<file path="src/nd_pkg.sv">
// ND console shared definitions
`default_nettype none

package nd_pkg;

  // Board clock and serial line
  localparam logic [31:0] SYS_CLK_HZ   = 32'd39_321_600;  // XTAL1 on the board
  localparam logic [31:0] BAUD_RATE    = 32'd9600;        // Fixed rate, no switch
  localparam logic [31:0] CLKS_PER_BIT = SYS_CLK_HZ / BAUD_RATE;  // 4096

  // Baud counter sizing
  localparam int BAUD_CNT_W = $clog2(CLKS_PER_BIT);
  localparam logic [BAUD_CNT_W-1:0] BIT_LAST = BAUD_CNT_W'(CLKS_PER_BIT - 1);
  localparam logic [BAUD_CNT_W-1:0] HALF_BIT = BAUD_CNT_W'(CLKS_PER_BIT / 2);

  // Octal value register
  localparam int VALUE_DIGITS = 6;
  localparam int VALUE_W      = 3 * VALUE_DIGITS;  // 18 bits
  localparam int DIGIT_CNT_W  = $clog2(VALUE_DIGITS + 1);
  // Slot after the last digit carries the CR
  localparam logic [DIGIT_CNT_W-1:0] REPORT_LAST = DIGIT_CNT_W'(VALUE_DIGITS);

  // Console characters
  localparam logic [7:0] CHR_RUN    = 8'h21;  // '!'
  localparam logic [7:0] CHR_STOP   = 8'h2E;  // '.'
  localparam logic [7:0] CHR_REPORT = 8'h2F;  // '/'
  localparam logic [7:0] CHR_CR     = 8'h0D;

  // Upper bits common to ASCII '0' to '7'
  localparam logic [4:0] OCTAL_CLASS = 5'b00110;

  // One received character from the UART
  typedef struct packed {
    logic       valid;      // Single-cycle strobe
    logic       frame_err;  // Stop bit sampled low
    logic [7:0] data;
  } rx_event_t;

  // Octal split of an ASCII byte
  typedef struct packed {
    logic [4:0] cls;
    logic [2:0] digit;
  } oct_split_t;

  // Same byte seen as a command code or as an octal digit
  typedef union packed {
    logic [7:0] raw;
    oct_split_t oct;
  } cmd_byte_u;

  // Board LED status, active high, bit 0 first
  typedef struct packed {
    logic tx_line;    // LED5
    logic rx_line;    // LED4
    logic tx_busy;    // LED3
    logic rx_busy;    // LED2
    logic frame_err;  // LED1
    logic run;        // LED0
  } led_status_t;

endpackage

`default_nettype wire

</file>
<file path="src/baud_gen.sv">
// UART bit and half-bit strobes
`timescale 1ns/10ps
`default_nettype none

module baud_gen
  import nd_pkg::*;
(
  input  wire  sysclk,
  input  wire  arst_n,
  input  wire  restart,    // From receiver on start edge
  output logic bit_tick,   // Free running, for transmitter
  output logic half_tick   // Mid-bit sample strobe
);

  logic [BAUD_CNT_W-1:0] bit_cnt;
  logic [BAUD_CNT_W-1:0] half_cnt;

  // Transmit bit counter, never realigned
  always_ff @(posedge sysclk or negedge arst_n) begin
    if (!arst_n) begin
      bit_cnt <= '0;
    end else if (bit_cnt == BIT_LAST) begin
      bit_cnt <= '0;
    end else begin
      bit_cnt <= bit_cnt + 1'b1;
    end
  end

  // Sample counter
  // Restart preloads half a bit so the first wrap lands mid start bit
  always_ff @(posedge sysclk or negedge arst_n) begin
    if (!arst_n) begin
      half_cnt <= '0;
    end else if (restart) begin
      half_cnt <= HALF_BIT;
    end else if (half_cnt == BIT_LAST) begin
      half_cnt <= '0;  // Then full-bit spacing
    end else begin
      half_cnt <= half_cnt + 1'b1;
    end
  end

  assign bit_tick  = (bit_cnt == BIT_LAST);
  assign half_tick = (half_cnt == BIT_LAST) && !restart;  // Restart wins

endmodule

`default_nettype wire

</file>
<file path="src/uart_rx.sv">
// UART receiver
`timescale 1ns/10ps
`default_nettype none

module uart_rx
  import nd_pkg::*;
(
  input  wire       sysclk,
  input  wire       arst_n,
  input  wire       rx,          // Async serial line
  input  wire       half_tick,   // Mid-bit strobe from baud_gen
  output logic      restart,     // Realign baud_gen sample counter
  output logic      rx_busy,
  output rx_event_t rx_event
);

  typedef enum logic [1:0] {
    S_IDLE,
    S_START,
    S_DATA,
    S_STOP
  } rx_state_t;

  rx_state_t  state;
  logic       rx_meta;   // Sync stage 1
  logic       rx_sync;   // Sync stage 2
  logic       rx_prev;   // For edge detect
  logic [2:0] bit_idx;
  logic [7:0] shift_reg;
  logic       start_edge;

  // Two-flop synchronizer plus delay, idle high
  always_ff @(posedge sysclk or negedge arst_n) begin
    if (!arst_n) begin
      rx_meta <= 1'b1;
      rx_sync <= 1'b1;
      rx_prev <= 1'b1;
    end else begin
      rx_meta <= rx;
      rx_sync <= rx_meta;
      rx_prev <= rx_sync;
    end
  end

  assign start_edge = rx_prev && !rx_sync;  // Falling edge
  assign restart    = (state == S_IDLE) && start_edge;
  assign rx_busy    = (state != S_IDLE);

  // Frame sequencer
  always_ff @(posedge sysclk or negedge arst_n) begin
    if (!arst_n) begin
      state    <= S_IDLE;
      bit_idx  <= '0;
      rx_event <= '0;
    end else begin
      rx_event.valid <= 1'b0;  // Default, pulse only
      case (state)
        S_IDLE:  if (start_edge) state <= S_START;
        S_START: if (half_tick) begin
          // Line back high means a glitch
          state   <= rx_sync ? S_IDLE : S_DATA;
          bit_idx <= '0;
        end
        S_DATA:  if (half_tick) begin
          bit_idx <= bit_idx + 1'b1;
          if (bit_idx == 3'd7) state <= S_STOP;
        end
        S_STOP:  if (half_tick) begin
          rx_event.valid     <= 1'b1;
          rx_event.frame_err <= !rx_sync;  // Stop must be high
          rx_event.data      <= shift_reg;
          state              <= S_IDLE;
        end
        default: state <= S_IDLE;
      endcase
    end
  end

  // Data shifter, LSB arrives first
  always_ff @(posedge sysclk) begin
    if (state == S_DATA && half_tick) begin
      shift_reg <= {rx_sync, shift_reg[7:1]};
    end
  end

endmodule

`default_nettype wire

</file>
<file path="src/uart_tx.sv">
// UART transmitter
`timescale 1ns/10ps
`default_nettype none

module uart_tx (
  input  wire       sysclk,
  input  wire       arst_n,
  input  wire       bit_tick,   // Free-running bit strobe
  input  wire       tx_start,   // One cycle, only while idle
  input  wire [7:0] tx_data,
  output logic      tx_busy,
  output wire       tx          // Serial line
);

  logic [9:0] frame;    // Stop, data, start
  logic [3:0] bit_cnt;  // Ticks seen in this frame

  // Frame shifter
  // Idle frame is all ones so the line rests high
  always_ff @(posedge sysclk or negedge arst_n) begin
    if (!arst_n) begin
      frame   <= '1;
      bit_cnt <= '0;
      tx_busy <= 1'b0;
    end else if (tx_start && !tx_busy) begin
      frame   <= {1'b1, tx_data, 1'b0};  // Start bit out first
      bit_cnt <= '0;
      tx_busy <= 1'b1;                   // Visible the cycle after start
    end else if (tx_busy && bit_tick) begin
      // Start bit may be short since ticks never realign
      frame   <= {1'b1, frame[9:1]};     // Back-fill with idle level
      bit_cnt <= bit_cnt + 1'b1;
      if (bit_cnt == 4'd9) begin
        tx_busy <= 1'b0;                 // Stop bit done
      end
    end
  end

  assign tx = frame[0];  // Straight from a flop, no glitches

endmodule

`default_nettype wire

</file>
<file path="src/opcom_console.sv">
// OPCOM-style operator console
`timescale 1ns/10ps
`default_nettype none

module opcom_console
  import nd_pkg::*;
(
  input  wire            sysclk,
  input  wire            arst_n,
  input  wire rx_event_t rx_event,   // From receiver
  input  wire            tx_busy,
  output logic           tx_start,   // One cycle
  output logic [7:0]     tx_data,
  output logic           run,        // RUN flag
  output logic           frame_err   // Last character had a bad stop bit
);

  cmd_byte_u              cmd;        // Received byte, two views
  cmd_byte_u              rep_chr;    // Report digit being built
  logic                   busy_q;
  logic                   reporting;  // Report in progress
  logic [DIGIT_CNT_W-1:0] dig_cnt;
  logic [VALUE_W-1:0]     value;      // Octal value register
  logic [VALUE_W-1:0]     rep_sr;     // Report copy, MSB digit on top
  logic                   is_digit;
  logic                   accept;
  logic                   busy_fall;
  logic                   send_next;

  assign cmd.raw  = rx_event.data;
  assign is_digit = (cmd.oct.cls == OCTAL_CLASS);  // '0' to '7'

  // Good byte while console and transmitter are free
  // Anything else is dropped with no echo
  assign accept = rx_event.valid && !rx_event.frame_err && !reporting
                  && !tx_busy && !tx_start;

  assign busy_fall = busy_q && !tx_busy;
  assign send_next = reporting && busy_fall;  // Next report char

  // Top digit of the report copy as ASCII
  always_comb begin
    rep_chr.oct.cls   = OCTAL_CLASS;
    rep_chr.oct.digit = rep_sr[VALUE_W-1 -: 3];
  end

  // Control state
  always_ff @(posedge sysclk or negedge arst_n) begin
    if (!arst_n) begin
      busy_q    <= 1'b0;
      reporting <= 1'b0;
      dig_cnt   <= '0;
      tx_start  <= 1'b0;
      run       <= 1'b0;
      frame_err <= 1'b0;
      value     <= '0;
    end else begin
      busy_q   <= tx_busy;
      tx_start <= accept || send_next;  // One cycle after event or fall

      // Status tracks every character, set on bad, cleared on good
      if (rx_event.valid) frame_err <= rx_event.frame_err;

      if (accept) begin
        if (is_digit) begin
          value <= {value[VALUE_W-4:0], cmd.oct.digit};  // Top digit drops
        end else if (cmd.raw == CHR_RUN) begin
          run <= 1'b1;
        end else if (cmd.raw == CHR_STOP) begin
          run <= 1'b0;
        end else if (cmd.raw == CHR_REPORT) begin
          reporting <= 1'b1;  // Digits follow the echo
          dig_cnt   <= '0;
        end
        // Unknown characters are echo only
      end

      if (send_next) begin
        dig_cnt <= dig_cnt + 1'b1;
        if (dig_cnt == REPORT_LAST) reporting <= 1'b0;  // CR going out
      end
    end
  end

  // Output character and report copy
  always_ff @(posedge sysclk) begin
    if (accept) begin
      tx_data <= cmd.raw;  // Echo
      rep_sr  <= value;    // Stable across a report
    end else if (send_next) begin
      if (dig_cnt == REPORT_LAST) begin
        tx_data <= CHR_CR;
      end else begin
        tx_data <= rep_chr.raw;
        rep_sr  <= {rep_sr[VALUE_W-4:0], 3'b000};  // Next digit up
      end
    end
  end

endmodule

`default_nettype wire

</file>
<file path="src/nd_fpga_top.sv">
// ND console FPGA top level
`timescale 1ns/10ps
`default_nettype none

module nd_fpga_top
  import nd_pkg::*;
(
  input  wire       sysclk,   // 39.3216 MHz board clock
  input  wire       arst_n,   // Push button, active low
  input  wire       uart_rx,  // UART receive pin
  output wire       uart_tx,  // UART transmit pin
  output wire [5:0] led       // Board LEDs, active low
);

  logic        bit_tick;
  logic        half_tick;
  logic        restart;
  logic        rx_busy;
  logic        tx_busy;
  logic        tx_start;
  logic [7:0]  tx_data;
  logic        run;
  logic        frame_err;
  rx_event_t   rx_event;
  led_status_t status;

  baud_gen u_baud (
    .sysclk   (sysclk),
    .arst_n   (arst_n),
    .restart  (restart),
    .bit_tick (bit_tick),
    .half_tick(half_tick)
  );

  uart_rx u_rx (
    .sysclk   (sysclk),
    .arst_n   (arst_n),
    .rx       (uart_rx),
    .half_tick(half_tick),
    .restart  (restart),
    .rx_busy  (rx_busy),
    .rx_event (rx_event)
  );

  opcom_console u_console (
    .sysclk   (sysclk),
    .arst_n   (arst_n),
    .rx_event (rx_event),
    .tx_busy  (tx_busy),
    .tx_start (tx_start),
    .tx_data  (tx_data),
    .run      (run),
    .frame_err(frame_err)
  );

  uart_tx u_tx (
    .sysclk  (sysclk),
    .arst_n  (arst_n),
    .bit_tick(bit_tick),
    .tx_start(tx_start),
    .tx_data (tx_data),
    .tx_busy (tx_busy),
    .tx      (uart_tx)
  );

  // Status gather, line bits mirror the pins
  always_comb begin
    status.run       = run;
    status.frame_err = frame_err;
    status.rx_busy   = rx_busy;
    status.tx_busy   = tx_busy;
    status.rx_line   = uart_rx;
    status.tx_line   = uart_tx;
  end

  assign led = ~status;  // LEDs sink current

endmodule

`default_nettype wire

</file>
<file path="config.mk">
export PLATFORM = sky130hd
export DESIGN_NAME = nd_fpga_top
export DESIGN_NICKNAME = d
export VERILOG_FILES = /design/src/nd_pkg.sv /design/src/baud_gen.sv /design/src/uart_rx.sv /design/src/uart_tx.sv /design/src/opcom_console.sv /design/src/nd_fpga_top.sv
export SDC_FILE = /design/constraint.sdc
export NUM_CORES = 1
export LEC_CHECK = 0
export ABC_CLOCK_PERIOD_IN_PS = 4700
export BUFFER_PORTS_ARGS = -buffer_cell sky130_fd_sc_hd__buf_2
export CAP_MARGIN = 5
export CORE_UTILIZATION = 55
export CTS_BUF_LIST = sky130_fd_sc_hd__clkbuf_4 sky130_fd_sc_hd__clkbuf_8 sky130_fd_sc_hd__clkbuf_16
export CTS_CLUSTER_DIAMETER = 80
export DETAILED_ROUTE_END_ITERATION = 8
export PLACE_DENSITY = 0.71
export SLEW_MARGIN = 0
export SYNTH_ARGS = -nofsm -noshare
export SYNTH_HDL_FRONTEND = slang
export SYNTH_HIERARCHICAL = 1
export SYNTH_SLANG_ARGS = --single-unit
</file>
<file path="constraint.sdc">
create_clock -name sysclk -period 4.7 [get_ports sysclk]
set_input_delay 0.94 -clock sysclk [delete_from_list [all_inputs] [get_ports sysclk]]
set_output_delay 0.94 -clock sysclk [all_outputs]
set_load 0.01 [all_outputs]
</file>
Word level (Yosys, flattened, before mapping)

Cells that the tools add are included.

Word-level logic and storage cells: 129
Bits in registers: 117
Input port bits: 3

Add/subtract/negate cells: 5
Equality and inequality tests: 21
Bitwise operators: 2
Reductions and logical operators: 35
Muxes and demuxes: 43

Operators by type and width:

| cell                                                            | number |
|---|---|
| 18-bit two-way mux                                              | 3 |
| 10-bit two-way mux                                              | 4 |
| 12-bit two-way mux                                              | 3 |
| 12-bit by 1-bit adder with 12-bit output, second input constant | 2 |
| 12-bit == test, second input constant                           | 2 |
| 8-bit by 6-bit == test with 1-bit output, second input constant | 3 |
| 3-bit two-way mux                                               | 8 |
| 8-bit two-way mux                                               | 2 |
| 2-bit by 1-bit != test with 1-bit output, second input constant | 8 |
| 2-bit nonzero test                                              | 7 |
| 1-bit logical AND                                               | 12 |
| 1-bit two-way mux                                               | 12 |
| 2-bit two-way mux                                               | 6 |
| 5-bit AND reduction                                             | 2 |
| 4-bit two-way mux                                               | 2 |
| 2-bit one-hot mux with 4 select lines                           | 1 |
| 2-bit AND reduction                                             | 4 |
| 3-bit by 1-bit adder with 3-bit output, second input constant   | 2 |
| 3-bit == test, second input constant                            | 2 |
| 1-bit logical NOT                                               | 6 |
| 6-bit two-way mux                                               | 1 |
| 6-bit NOT                                                       | 1 |
| 3-bit one-hot mux with 2 select lines                           | 1 |
| 3-bit AND reduction                                             | 2 |
| other kinds (9)                                                 | 10 |

Depth between registers and ports, before layout

Word-level depth: 8
Gate-level depth with buffers: 7

Cells and area by module

Netlist, hierarchy kept.

By module, submodules not included:

| module        | cells an instance | area an instance (um^2) | instances |
|---|---|---|---|
| opcom_console | 140               | 2304.7                  | 1 |
| baud_gen      | 109               | 1164.9                  | 1 |
| uart_rx       | 66                | 1019.7                  | 1 |
| uart_tx       | 68                | 772.0                   | 1 |
| nd_fpga_top   | 6                 | 22.5                    | 1 |

Worst setup path before layout

No wires, ideal clock.

Path type: flip-flop to flip-flop
From: reg u_tx.tx_busy
To: reg u_console.rep_sr[0], enable pin
Stages on the path, launching flop included: 4
Required time: 4.300 ns
Setup slack: 2.209 ns
Arrival time: 2.091 ns
Clock period less this slack: 2.491 ns
Cell sequence: dfrtp_1 or4b_1 buf_2 o22ai_1

Cells in the longest elaborated chain, start to end: 5
Elaborated cells on any way between the ends: 8

RTL lines:

| element                                                                                  | RTL line                                 | RTL |
|---|---|---|
| start: declaration                                                                       | uart_tx.sv:11                            | `output logic tx_busy,` |
| start signal: assignment                                                                 | uart_tx.sv:24                            | `tx_busy <= 1'b0;` |
| start signal: assignment                                                                 | uart_tx.sv:28                            | `tx_busy <= 1'b1;` |
| start signal: assignment                                                                 | uart_tx.sv:34                            | `tx_busy <= 1'b0;` |
| 1-bit logical NOT *                                                                      | opcom_console.sv:36, opcom_console.sv:38 |  |
| 1-bit logical AND, on equally long branches                                              | opcom_console.sv:36, opcom_console.sv:38 |  |
| 1-bit logical AND, on equally long branches                                              | opcom_console.sv:36, opcom_console.sv:39 |  |
| 2-bit by 1-bit != test with 1-bit output (no line) or 2-bit nonzero test (tied branches) | n/a                                      |  |
| 2-bit AND reduction (no line) *                                                          | n/a                                      |  |
| end signal: assignment                                                                   | opcom_console.sv:89                      | `rep_sr <= value;` |
| end signal: assignment                                                                   | opcom_console.sv:95                      | `rep_sr <= {rep_sr[VALUE_W-4:0], 3'b000};` |
| end: declaration                                                                         | opcom_console.sv:24                      | `logic [VALUE_W-1:0] rep_sr;` |

Every way passes the cells marked *; elsewhere a longest branch is shown, timed or not.
A chain may end at the register's enable or synchronous reset.

Worst setup path in the final report

From: reg u_tx.tx_busy
To: reg u_console.tx_data[1], enable pin

Cells in the longest elaborated chain, start to end: 4
Elaborated cells on any way between the ends: 6

RTL lines:

| element                                     | RTL line                                 | RTL |
|---|---|---|
| 1-bit logical NOT *                         | opcom_console.sv:36, opcom_console.sv:38 |  |
| 1-bit logical AND, on equally long branches | opcom_console.sv:38, opcom_console.sv:36 |  |
| 1-bit logical AND, on equally long branches | opcom_console.sv:39, opcom_console.sv:36 |  |
| 2-bit nonzero test (no line) *              | n/a                                      |  |
| end signal: assignment                      | opcom_console.sv:88                      | `tx_data <= cmd.raw;` |
| end signal: assignment                      | opcom_console.sv:94                      | `tx_data <= rep_chr.raw;` |
| end: declaration                            | opcom_console.sv:13                      | `output logic [7:0] tx_data,` |

Marked as above.

==> impl_metrics.csv <==
group,metric,value,unit
grt,grt_max_degree,83,
power,power,0.002357,W
final_layout,area_growth,12.50,%
hold_path,hp-class,"reg2reg",
place,hpwlAfterDp,5.156,mm
drt,first_iter_violations,140,
drt,wire_per_inst,15.51,um
die,dieArea,10000,um^2
logic_synthesis,synth.most_common_cell,"dfrtp_1",
die,initial_core_util,56.91,%
sta,fin_crit,2878,ps
sta,drv_slew,0,
logic_synthesis,synthTopCellsByCount,"dfrtp_1 (70), mux2_2 (35), edfxtp_1 (34), inv_1 (20), a21oi_1 (18)",
grt,grt.overflow.total,0,
logic_synthesis,syn_area_per_cell,13.58,um^2
logic_synthesis,async_flop_share,70.69,%
die,rows,35,
clock_tree,cts-root-buf,"clkbuf_8",
sta,finalHoldViolations,0,
clock_tree,ctsHoldBuffers,0,
clock_tree,htreeDepth,4,
critical_path,required,4820,ps
grt,grt_pass1_vias,3145,
die,die_x,100.0,um
clock_tree,clock_sinks,116,
clock_tree,clk_pin_slew_worst_paths,50,ps
power,power_density,396.5,nW/um^2
run,drv_cap,0,
drt,top_layer,"met4",
drt,ant_nets,0,
drt,vias,3059,
final_layout,post_route_cells_drive_above_1_share,28.57,%
sta,fmaxAchievable,347.5,MHz
clock_tree,ctsResizeCount,0,
clock_tree,ctsLongestPathBuffers,2,
sta,tightest_slew,1118,ps
logic_synthesis,synth_area,5284,um^2
place,dpl-instance-area,5400,um^2
power,vdd_drop_max,264.8,uV
critical_path,arrival,3000,ps
die,die_y,100.0,um
logic_synthesis,synth_edf_count,34,
logic_synthesis,synth_top_area_share,33.15,%
clock_tree,cts_tree,"built",
final_layout,fillers,705,
final_layout,ff_latch_area,3088,um^2
logic_synthesis,synth_seq_cells,116,
drt,vias_per_cell,5.572,
place,gp_congestion,0.7665,
sta,slew_headroom,24.67,%
drt,drtPass1Iterations,4,
logic_synthesis,ys_types,63,
die,core,9284,um^2
status,outcome,"finished, final reports clean",
grt,grt_use_total,19.18,%
critical_path,critPathKind,"reg2reg",
final_layout,nets,418,
critical_path,crit_fanout,29,
logic_synthesis,ys.flop_type,"dfrtp_1",
clock_tree,cts_buffers,17,
clock_tree,clk_latency,510,ps
sta,clock_skew,12.80,ps
logic_synthesis,synth_area_leaders,"dfrtp_1 (33%), edfxtp_1 (19%), mux2_2 (7.5%), dfstp_2 (6.0%), mux2_4 (3.4%)",
power,p_sw,0.0005217,W
sta,fin_setup_tns,0,ps
place,io_buffers,9,
power,switching_share,22.14,%
grt,antenna_found_initial,0,
power,intPower,0.001835,W
final_layout,multi_input_area,2013,um^2
sta,setup_viol,0,
final_layout,reg.largest.list,"u_console/rep_sr (18), u_console/value (18)",
die,io_pins,10,
sta,finalCritPeriodShare,61.23,%
power,power_frac_comb,4.0,%
drt,wl_met3,245,um
grt,grt_pass1_wl,14.76,mm
final_layout,diodes,0,
final_layout,final_cell_area,5944,um^2
logic_synthesis,synth_seq_area_share,58.44,%
drt,totalWireLength,8.514,mm
critical_path,endpoint_kind,"register",
critical_path,worst_setup_path_start_kind,"register",
sta,rsz0062_at_grt,"no",
logic_synthesis,yosysWarnings,6,
drt,drc,0,
logic_synthesis,synth_area_leader_cell,"dfrtp_1",
logic_synthesis,synthCells,389,
power,p_seq_share,47.0,%
drt,met2WireLength,4.125,mm
logic_synthesis,synth.net_count,400,
power,p_leak,2.435,nW
clock_tree,postCtsSetupRepairBufs,0,
power,clkPwrFrac,49.1,%
drt,wl_met1,4.016,mm
sta,whs,358.9,ps
[layout make-up]
class	count	share of cell area, %
clock buffer	22	7.704
clock inverter	10	1.452
inverter	20	1.263
multi-input combinational	241	33.87
sequential	116	51.95
tap	129	2.715
timing repair buffer	11	1.052
[stage by stage]
step | instances | util [%] | setup slack [ps]
2_1_floorplan | 389 | - | 2209
3_3_place_gp | 517 | 58.17 | 1946
3_5_place_dp | 517 | 58.17 | 1853
4_1_cts | 549 | 64.03 | 1827
5_1_grt | 549 | 64.03 | 1614
6_report | 549 | 64.03 | 1822
[logic make-up after synthesis]
| logic type | share of synthesized area, % |
|---|---|
| multiplexers | 12.79 |
| adder cells (fa/ha/maj) | 1.894 |
| AND/OR/NAND/NOR | 13.85 |
| AO/OA/AOI/OAI | 7.412 |
| flip-flops | 58.44 |
| XOR/XNOR | 2.155 |
| buffers and inverters | 3.457 |
[power groups by stage]
stage          Clock (W)  Sequential (W)  Combinational [W]
3_3_place_gp           0         0.00112          0.0000918
4_1_cts          0.00118         0.00110          0.0000967
5_1_grt          0.00122         0.00111           0.000111
2_1_floorplan          0         0.00111          0.0000663
3_5_place_dp           0         0.00112          0.0000961
6_report         0.00116         0.00111          0.0000939
[per-layer routing]
metal | global-route usage [%] | up-vias
li1 | - | 1469
met1 | 24.66 | 1540
met2 | 30.50 | 40
met3 | 5.153 | 10
met4 | 9.030 | 0
met5 | 0 | -
[worst max-delay path, stage by stage (launching register included)]
cell,delay (ps)
dfrtp_1,700
or4b_1,840
o21ai_0,950
[path summary, 6_finish.rpt]
check | start | to | slack, ps | depth (start not counted)
setup / recovery | u_tx/tx_busy | u_console/tx_data[1] | 1820 | 2
hold / removal | u_rx/rx_meta | u_rx/rx_sync | 360 | 0
setup reg to reg | u_tx/tx_busy | u_console/tx_data[1] | 1820 | 2
hold reg to reg | u_rx/rx_meta | u_rx/rx_sync | 360 | 0
max in group asynchronous | arst_n | u_baud/half_cnt[7] | 3430 | 1
min in group asynchronous | arst_n | u_console/value[17] | 620 | 1
[cells in the final DEF, fill, tap and decap left out, types with 3 or more instances in the layout]
master and instances:
dfrtp_1 70, mux2_2 35, edfxtp_1 34, inv_1 20, a21oi_1 18, clkbuf_16 16, nand2_1 15, nor2_1 13
mux2_4 12, dfstp_2 12, nand3_1 10, o21ai_0 9, xor2_1 9, a211oi_1 9, mux2i_1 9, buf_2 8
ha_1 8, and2_1 7, or4_1 6, and2b_1 6, nand4_1 5, nand2b_1 5, a22o_1 5, clkbuf_4 4
clkinvlp_4 4, o31ai_1 4, or3_1 4, xnor2_1 4, nor2b_1 4, or3b_2 4, buf_4 3, o221ai_1 3
(Power assumes the default switching activity.)
